## src/hdl/wr_arb_defs.svh

```systemverilog
// Sizes and widths shared by the write arbiter RTL and testbench, pulled in with `include
`ifndef WR_ARB_DEFS_SVH
`define WR_ARB_DEFS_SVH

// Number of request/data sources feeding the arbiter
`define WR_ARB_N_SOURCES 32'd4

// Granted requests whose write data may still be outstanding
`define WR_ARB_QUEUE_DEPTH 32'd4

// Payload field widths
`define WR_ARB_ADDR_W 32
`define WR_ARB_DATA_W 32
`define WR_ARB_BE_W (`WR_ARB_DATA_W / 8)
`define WR_ARB_ID_W 4

// Configuration data word
`define WR_ARB_REG_W 32

// Derived widths, each kept at one bit or more
`define WR_ARB_SEL_W ((`WR_ARB_N_SOURCES > 1) ? $clog2(`WR_ARB_N_SOURCES) : 1)
`define WR_ARB_QPTR_W ((`WR_ARB_QUEUE_DEPTH > 1) ? $clog2(`WR_ARB_QUEUE_DEPTH) : 1)
`define WR_ARB_QCNT_W ($clog2(`WR_ARB_QUEUE_DEPTH + 1))

`endif

```

## src/hdl/wr_arb_pkg.sv

```systemverilog
// Shared types of the write arbiter, referenced by scoped name from the RTL and testbench
`include "wr_arb_defs.svh"

package wr_arb_pkg;

    // Index of one source
    typedef logic [`WR_ARB_SEL_W-1:0] src_sel_t;

    // Write request as seen on every request channel
    typedef struct packed {
        logic [`WR_ARB_ADDR_W-1:0] addr;
        logic [`WR_ARB_ID_W-1:0]   id;
    } mem_req_t;

    // One beat of write data with its byte enables
    typedef struct packed {
        logic [`WR_ARB_DATA_W-1:0] data;
        logic [`WR_ARB_BE_W-1:0]   be;
    } mem_wdata_t;

    // Fixed priority grants the lowest index
    typedef enum logic [0:0] {
        POLICY_FIXED       = 1'b0,
        POLICY_ROUND_ROBIN = 1'b1
    } arb_policy_e;

    typedef enum logic [1:0] {
        REG_POLICY = 2'd0,
        REG_ENABLE = 2'd1
    } cfg_reg_e;

    // One-cycle register access, a write when we is high
    typedef struct packed {
        logic                     we;
        cfg_reg_e                 addr;
        logic [`WR_ARB_REG_W-1:0] wdata;
    } cfg_req_t;

    // Settings that steer the request arbiter
    typedef struct packed {
        arb_policy_e                 policy;
        logic [`WR_ARB_N_SOURCES-1:0] enable;
    } arb_cfg_t;

endpackage

```

## src/hdl/arb_cfg_regs.sv

```systemverilog
// Policy and source enable registers that steer the request arbiter, with readback
`timescale 1ns/1ps
`include "wr_arb_defs.svh"

module arb_cfg_regs (
    input  logic                     clk_i,
    input  logic                     reset_i,

    input  wr_arb_pkg::cfg_req_t     cfg_i,
    output logic [`WR_ARB_REG_W-1:0] cfg_rdata_o,

    output wr_arb_pkg::arb_cfg_t     arb_cfg_o
);

    wr_arb_pkg::arb_policy_e      policy_q;
    logic [`WR_ARB_N_SOURCES-1:0] enable_q;

    // Writes land on the next rising edge
    always_ff @(posedge clk_i) begin
        if (reset_i) begin
            policy_q <= wr_arb_pkg::POLICY_FIXED;
            enable_q <= '1;
        end else if (cfg_i.we) begin
            case (cfg_i.addr)
                wr_arb_pkg::REG_POLICY: begin
                    // Only bit 0 selects the policy, the upper bits are ignored
                    policy_q <= wr_arb_pkg::arb_policy_e'(cfg_i.wdata[0]);
                end
                wr_arb_pkg::REG_ENABLE: begin
                    enable_q <= cfg_i.wdata[`WR_ARB_N_SOURCES-1:0];
                end
                default: begin
                    policy_q <= policy_q;
                end
            endcase
        end
    end

    // Readback follows the address in the same cycle
    // Unused upper bits and unmapped addresses read as zero
    always_comb begin
        cfg_rdata_o = '0;
        case (cfg_i.addr)
            wr_arb_pkg::REG_POLICY: begin
                cfg_rdata_o[0] = policy_q;
            end
            wr_arb_pkg::REG_ENABLE: begin
                cfg_rdata_o[`WR_ARB_N_SOURCES-1:0] = enable_q;
            end
            default: begin
                cfg_rdata_o = '0;
            end
        endcase
    end

    always_comb begin
        arb_cfg_o.policy = policy_q;
        arb_cfg_o.enable = enable_q;
    end

endmodule

```

## src/hdl/req_arbiter.sv

```systemverilog
// Request arbiter that picks one source by fixed priority or round robin and reports the winner
`timescale 1ns/1ps
`include "wr_arb_defs.svh"

module req_arbiter (
    input  logic                                         clk_i,
    input  logic                                         reset_i,

    input  wr_arb_pkg::arb_cfg_t                         arb_cfg_i,

    // Source side, one lane per source
    input  logic                 [`WR_ARB_N_SOURCES-1:0] valid_i,
    output logic                 [`WR_ARB_N_SOURCES-1:0] ready_o,
    input  wr_arb_pkg::mem_req_t [`WR_ARB_N_SOURCES-1:0] req_i,

    // Memory side
    output logic                                         valid_o,
    input  logic                                         ready_i,
    output wr_arb_pkg::mem_req_t                         req_o,

    // Index of the source on the output while valid_o is high
    output wr_arb_pkg::src_sel_t                         sel_o
);

    logic [`WR_ARB_N_SOURCES-1:0] masked_valid;

    // Fresh pick from the current requesters
    logic                 pick_found;
    wr_arb_pkg::src_sel_t pick_sel;

    // Round robin start point
    wr_arb_pkg::src_sel_t rr_ptr_q;

    // Choice held across a stalled output
    logic                 lock_q;
    wr_arb_pkg::src_sel_t lock_sel_q;

    wr_arb_pkg::src_sel_t sel;
    logic                 handshake;

    // Disabled sources are invisible to the pick
    assign masked_valid = valid_i & arb_cfg_i.enable;

    // Scan all sources once, starting at index 0 or at the round robin pointer
    always_comb begin
        int unsigned idx;

        pick_found = 1'b0;
        pick_sel   = '0;
        for (int unsigned k = 0; k < `WR_ARB_N_SOURCES; k++) begin
            if (arb_cfg_i.policy == wr_arb_pkg::POLICY_ROUND_ROBIN) begin
                idx = (rr_ptr_q + k) % `WR_ARB_N_SOURCES;
            end else begin
                idx = k;
            end
            if (!pick_found && masked_valid[idx]) begin
                pick_found = 1'b1;
                pick_sel   = wr_arb_pkg::src_sel_t'(idx);
            end
        end
    end

    // A stalled output keeps its source so the payload cannot change under it
    // Nothing is offered to the memory side while reset is held
    assign sel     = lock_q ? lock_sel_q : pick_sel;
    assign valid_o = reset_i ? 1'b0 : (lock_q ? valid_i[lock_sel_q] : pick_found);
    assign req_o   = req_i[sel];
    assign sel_o   = sel;

    assign handshake = valid_o & ready_i;

    always_comb begin
        ready_o      = '0;
        ready_o[sel] = handshake;
    end

    always_ff @(posedge clk_i) begin
        if (reset_i) begin
            lock_q <= 1'b0;
        end else begin
            lock_q <= valid_o & ~ready_i;
        end
    end

    // Source of the current choice, reused in the next cycle when the output stalls
    always_ff @(posedge clk_i) begin
        lock_sel_q <= sel;
    end

    // The pointer moves one past each winner
    always_ff @(posedge clk_i) begin
        if (reset_i) begin
            rr_ptr_q <= '0;
        end else if (handshake) begin
            if (sel == wr_arb_pkg::src_sel_t'(`WR_ARB_N_SOURCES - 1)) begin
                rr_ptr_q <= '0;
            end else begin
                rr_ptr_q <= sel + 1'b1;
            end
        end
    end

endmodule

```

## src/hdl/wdata_sequencer.sv

```systemverilog
// Order queue of granted source indices that releases write data in grant order
`timescale 1ns/1ps
`include "wr_arb_defs.svh"

module wdata_sequencer (
    input  logic                                           clk_i,
    input  logic                                           reset_i,

    // One push per granted request
    input  logic                                           push_i,
    input  wr_arb_pkg::src_sel_t                           push_sel_i,
    output logic                                           space_o,

    // Source data lanes
    input  logic                   [`WR_ARB_N_SOURCES-1:0] valid_i,
    output logic                   [`WR_ARB_N_SOURCES-1:0] ready_o,
    input  wr_arb_pkg::mem_wdata_t [`WR_ARB_N_SOURCES-1:0] wdata_i,

    // Memory side data channel
    output logic                                           valid_o,
    input  logic                                           ready_i,
    output wr_arb_pkg::mem_wdata_t                         wdata_o
);

    wr_arb_pkg::src_sel_t queue_q [`WR_ARB_QUEUE_DEPTH];

    logic [`WR_ARB_QPTR_W-1:0] wr_ptr_q;
    logic [`WR_ARB_QPTR_W-1:0] rd_ptr_q;
    logic [`WR_ARB_QCNT_W-1:0] count_q;

    logic                 not_empty;
    logic                 push;
    logic                 pop;
    wr_arb_pkg::src_sel_t head_sel;

    assign not_empty = (count_q != '0);
    assign space_o   = (count_q != `WR_ARB_QCNT_W'(`WR_ARB_QUEUE_DEPTH));
    assign head_sel  = queue_q[rd_ptr_q];

    // The head entry picks the one source allowed to send data
    // With nothing queued every lane stays blocked
    assign valid_o = not_empty & valid_i[head_sel];
    assign wdata_o = wdata_i[head_sel];

    always_comb begin
        ready_o           = '0;
        ready_o[head_sel] = not_empty & ready_i;
    end

    assign push = push_i & space_o;
    assign pop  = valid_o & ready_i;

    // Index storage, written only on a push
    always_ff @(posedge clk_i) begin
        if (push) begin
            queue_q[wr_ptr_q] <= push_sel_i;
        end
    end

    always_ff @(posedge clk_i) begin
        if (reset_i) begin
            wr_ptr_q <= '0;
        end else if (push) begin
            if (wr_ptr_q == `WR_ARB_QPTR_W'(`WR_ARB_QUEUE_DEPTH - 1)) begin
                wr_ptr_q <= '0;
            end else begin
                wr_ptr_q <= wr_ptr_q + 1'b1;
            end
        end
    end

    always_ff @(posedge clk_i) begin
        if (reset_i) begin
            rd_ptr_q <= '0;
        end else if (pop) begin
            if (rd_ptr_q == `WR_ARB_QPTR_W'(`WR_ARB_QUEUE_DEPTH - 1)) begin
                rd_ptr_q <= '0;
            end else begin
                rd_ptr_q <= rd_ptr_q + 1'b1;
            end
        end
    end

    // A simultaneous push and pop leaves the count unchanged
    always_ff @(posedge clk_i) begin
        if (reset_i) begin
            count_q <= '0;
        end else if (push && !pop) begin
            count_q <= count_q + 1'b1;
        end else if (pop && !push) begin
            count_q <= count_q - 1'b1;
        end
    end

endmodule

```

## src/hdl/mem_write_arbiter.sv

```systemverilog
// Top level of the write-request arbiter, joining the config registers, arbiter and data queue
`timescale 1ns/1ps
`include "wr_arb_defs.svh"

module mem_write_arbiter (
    input  logic                                           clk_i,
    input  logic                                           reset_i,

    // Per-source request channels
    input  logic                   [`WR_ARB_N_SOURCES-1:0] req_valid_i,
    output logic                   [`WR_ARB_N_SOURCES-1:0] req_ready_o,
    input  wr_arb_pkg::mem_req_t   [`WR_ARB_N_SOURCES-1:0] req_i,

    // Per-source data channels
    input  logic                   [`WR_ARB_N_SOURCES-1:0] wdata_valid_i,
    output logic                   [`WR_ARB_N_SOURCES-1:0] wdata_ready_o,
    input  wr_arb_pkg::mem_wdata_t [`WR_ARB_N_SOURCES-1:0] wdata_i,

    // Memory side request channel
    output logic                                           mem_req_valid_o,
    input  logic                                           mem_req_ready_i,
    output wr_arb_pkg::mem_req_t                           mem_req_o,

    // Memory side data channel
    output logic                                           mem_wdata_valid_o,
    input  logic                                           mem_wdata_ready_i,
    output wr_arb_pkg::mem_wdata_t                         mem_wdata_o,

    // Configuration port
    input  wr_arb_pkg::cfg_req_t                           cfg_i,
    output logic                   [`WR_ARB_REG_W-1:0]     cfg_rdata_o
);

    wr_arb_pkg::arb_cfg_t arb_cfg;

    logic [`WR_ARB_N_SOURCES-1:0] arb_valid;
    logic [`WR_ARB_N_SOURCES-1:0] arb_ready;
    wr_arb_pkg::src_sel_t         grant_sel;

    logic queue_space;
    logic grant_push;

    arb_cfg_regs i_arb_cfg_regs (
        .clk_i       ( clk_i       ),
        .reset_i     ( reset_i     ),
        .cfg_i       ( cfg_i       ),
        .cfg_rdata_o ( cfg_rdata_o ),
        .arb_cfg_o   ( arb_cfg     )
    );

    // A full queue hides every request from the arbiter and blocks every source
    assign arb_valid   = queue_space ? req_valid_i : '0;
    assign req_ready_o = queue_space ? arb_ready : '0;

    req_arbiter i_req_arbiter (
        .clk_i     ( clk_i           ),
        .reset_i   ( reset_i         ),
        .arb_cfg_i ( arb_cfg         ),
        .valid_i   ( arb_valid       ),
        .ready_o   ( arb_ready       ),
        .req_i     ( req_i           ),
        .valid_o   ( mem_req_valid_o ),
        .ready_i   ( mem_req_ready_i ),
        .req_o     ( mem_req_o       ),
        .sel_o     ( grant_sel       )
    );

    // Every request handshake on the memory side queues the winner's index
    assign grant_push = mem_req_valid_o & mem_req_ready_i;

    wdata_sequencer i_wdata_sequencer (
        .clk_i      ( clk_i             ),
        .reset_i    ( reset_i           ),
        .push_i     ( grant_push        ),
        .push_sel_i ( grant_sel         ),
        .space_o    ( queue_space       ),
        .valid_i    ( wdata_valid_i     ),
        .ready_o    ( wdata_ready_o     ),
        .wdata_i    ( wdata_i           ),
        .valid_o    ( mem_wdata_valid_o ),
        .ready_i    ( mem_wdata_ready_i ),
        .wdata_o    ( mem_wdata_o       )
    );

endmodule

```

## config.mk

```make
export PLATFORM = sky130hd
export DESIGN_NAME = mem_write_arbiter
export DESIGN_NICKNAME = d
export VERILOG_FILES = /design/src/hdl/wr_arb_pkg.sv /design/src/hdl/arb_cfg_regs.sv /design/src/hdl/req_arbiter.sv /design/src/hdl/wdata_sequencer.sv /design/src/hdl/mem_write_arbiter.sv
export VERILOG_INCLUDE_DIRS = /design/src /design/src/hdl
export SDC_FILE = /design/constraint.sdc
export NUM_CORES = 1
export LEC_CHECK = 0
export BUFFER_PORTS_ARGS = -buffer_cell sky130_fd_sc_hd__buf_2
export CAP_MARGIN = 25
export CORE_AREA = 10 10 168 170
export DETAILED_ROUTE_END_ITERATION = 10
export DIE_AREA = 0 0 178 180
export MAX_ROUTING_LAYER = met4
export PLACE_DENSITY = 0.65
export SYNTH_ARGS = -nofsm -noshare
export SYNTH_HDL_FRONTEND = slang
export SYNTH_SLANG_ARGS = --single-unit
```

## constraint.sdc

```tcl
create_clock -name clk_i -period 5.2 [get_ports clk_i]
set_clock_uncertainty 0.05 [all_clocks]
set_input_delay 0.26 -clock clk_i [delete_from_list [all_inputs] [get_ports clk_i]]
set_output_delay 0.26 -clock clk_i [all_outputs]
set_load 0.02 [all_outputs]
```

==> qor.yml <==
layout:
  area_delta_synth_final_pct: 34.4
  drive_above_1_share: 0.401
  stdcell_area_um2: 8580
  final_cell_count_no_fill: 1520
  final_nets: 1529
  regArea_um2: 624
  multi_input_area_um2: 4980
  fill_cells: 2705
pwr:
  combPwrFrac: 0.828
  p_switching_uw: 1570
  power_density_nw_per_um2: 334
  ir_worst_vdd_v: 0.000213
  power.total_uw: 2860
  p_leak_uw: 0.00399
  swShare: 0.547
  seq_power_share: 0.111
  power_frac_clock: 0.061
  p_int_uw: 1300
setup_path:
  slowest_delay_ps: 530
  r2r_start: "i_arb_cfg_regs.policy_q"
  crit_start: "i_arb_cfg_regs.policy_q"
  path_delay_family: "compound AO/OA/AOI/OAI gates"
  crit_chain: "nand2_2, mux2_4, or3_1, a21o_2, buf_4, a2111oi_0, nor3_1, mux2i_1, buf_2"
  cp_data_required_time_ps: 4890
  worst_ep_arrival_time_ps: 3690
  crit_path_end: "mem_req_o[15]"
  crit_type: "flip-flop to output port"
  crit_buf_inv: 2
  endpoint_kind: "output port"
  slowest_stage: "a21o_2"
  worst_r2r_path_depth: 11
  r2r_setup_slack_ps: 1600
  start_kind: "flip-flop"
  cp_max_fo: 42
  worst-path-stages: 9
  r2r-end: "i_wdata_sequencer.count_q[2]"
logic_synthesis:
  async_reset_ff_frac: 0
  synth_edf_count: 8
  avgSynthCellArea_um2: 7.40
  synthCells: 863
  synthesis.area_um2: 6390
  synth_commonest_cells: "nor3_1, inv_1, clkbuf_1"
  yosys_warnings: 0
  synth_area_leader_cell: "mux4_2"
  synth-seq-cells: 27
  synth.most_common_cell: "nor3_1"
  synth_cell_types: 46
  synth_seq_area_share: 0.0972
  synth_top_cells_by_area: "mux4_2, nor3_1, a2111oi_0"
  synth_top_area_share: 0.141
  synth_flop_cell: "dfxtp_1"
drt:
  firstDrtPassIters: 5
  drc: 0
  drtAntennaViolNets: 0
  drtIter0Drc: 425
  drt-total-wl_um: 34900
  wl_per_cell_um: 22.9
  num_vias: 8308
  viasPerCell: 5.47
timing:
  hold_viol_final: 0
  worstMarginPinSlew_ps: 904
  setup-tns-final_ps: 0
  setup_viol: 0
  slew_viol_final: 0
  fmax_mhz: 250
  rsz0062_at_grt: "false"
  min_period_ps: 4000
  slew_headroom: 0.395
  min_period_over_period: 0.770
  timing.hold.ws_ps: 206
floorplanning:
  initial_core_util: 0.257
  coreArea_um2: 24900
  dieWidth_um: 178
  die_area_um2: 32000
  die_y_um: 180
  rows: 58
  io_pins: 449
global_routing:
  grt-ovfl-total: 0
  grt_usage: 0.206
  grt_max_degree: 90
  grt_pass1_wl_um: 50700
  antenna_found_initial: 9
  first_global_vias: 8065
placed_design:
  hpwl_um: 28200
  gp_congestion: 1.03
  port_buffers: 392
  dp_cells: 1508
  placed_area_um2: 8480
cts:
  cts-hold-fix-buffers: 0
  clock_latency_ps: 260
  post_cts_resized: 0
  cts.sinks: 27
  clk_pin_slew_ps: 70
  h-tree-depth: 1
  cts-root-buf: "clkbuf_16"
  post_cts_buffers: 0
  cts_tree: "built"
  clockBufferDepth: 2
  cts_buffers: 3
run_status:
  status: "finished clean"
worst_hold_path:
  worstHoldPathType: "input port to flip-flop"
flow_run:
  cap_viol_max_count: 0
## registers in the layout, summed over array words and instances (netlist names), named ones only
name and cells:
i_req_arbiter.lock_sel_q 2, i_arb_cfg_regs.enable_q 4, i_wdata_sequencer.queue_q 8, i_req_arbiter.lock_q 1, i_wdata_sequencer.rd_ptr_q 2, i_req_arbiter.rr_ptr_q 2, i_wdata_sequencer.count_q 3, i_wdata_sequencer.wr_ptr_q 2
i_arb_cfg_regs.policy_q 1
## metrics by stage
step	utilization	setup slack, ps
global placement	0.341	1500
CTS	0.344	1190
floorplan	-	2150
global route	0.344	952
finish	0.345	1200
detailed placement	0.341	1510
## power by group through the flow
stage | Sequential (µW) | Clock, µW | Combinational, µW
after global placement | 321 | 0 | 2360
after detailed placement | 322 | 0 | 2390
after floorplan | 287 | 0 | 1620
final | 317 | 175 | 2370
after global routing | 325 | 189 | 2580
after CTS | 317 | 179 | 2400
## worst reg2reg max path: stages, from the launching register on
cell	delay, ps
dfxtp_1	510
and2_1	310
mux2_2	400
a41oi_1	250
o21a_1	360
and2_1	350
ha_1	250
inv_1	60
fa_1	370
xor2_1	170
or3_1	310
a21oi_1	140
## metal layers
layer	vias up	wire length, µm	track usage
met5	-	0	-
met4	0	724	0.0424
met3	34	3320	0.0434
met2	436	17600	0.356
met1	3974	13200	0.241
li1	3864	-	-
## final cells by class
type	count	share of cell area
well taps	330	0.0481
inverters	78	0.0341
clock buffers	3	0.00875
flip-flops and latches	27	0.0728
diodes	8	0.00233
clock inverters	1	0.000729
repair buffers	413	0.253
multi-input cells	660	0.580
## worst min path at each step
stage,from,endpoint,slack [ps],cells past startpoint
global route,cfg_i[0],i_arb_cfg_regs.policy_q,230,3
finish,cfg_i[0],i_arb_cfg_regs.policy_q,210,3
floorplan,reset_i,i_arb_cfg_regs.enable_q[0],300,1
detailed placement,i_arb_cfg_regs.enable_q[3],i_arb_cfg_regs.enable_q[3],440,1
global placement,i_wdata_sequencer.rd_ptr_q[0],i_wdata_sequencer.rd_ptr_q[0],430,2
CTS,cfg_i[0],i_arb_cfg_regs.policy_q,210,3
## placed cells by master, fill, tap and decap left out, types with 2 or more instances in the layout
cell and n:
buf_2 392, a2111oi_0 72, mux2_2 3, nand2b_1 73, mux4_2 40, diode_2 8
nand2_1 11, nor2b_1 4, xor2_1 3, mux2i_1 41, nand4_1 2, and3_1 13
ha_1 10, inv_1 78, a22oi_1 72, buf_12 4, a21oi_1 8, o21a_1 3
dfxtp_1 18, and2_1 5, o21ai_0 59, clkbuf_16 3, nand3_1 5, nor2_1 14
o21ai_1 16, nor3b_1 2, conb_1 28, nor3_1 147, a211oi_1 3, a211o_1 4
edfxtp_1 8, or3_1 3, buf_4 17
## cell families after synthesis
group,share of synthesized area
other,0.000587
AOI/OAI and AO/OA,0.273
DFF,0.0972
xor gates and xnor gates,0.00411
muxes,0.213
buffers and inverters,0.148
and+or+nand+nor,0.242
adders and majority gates,0.0227
Power figures use the tool's default switching activity.
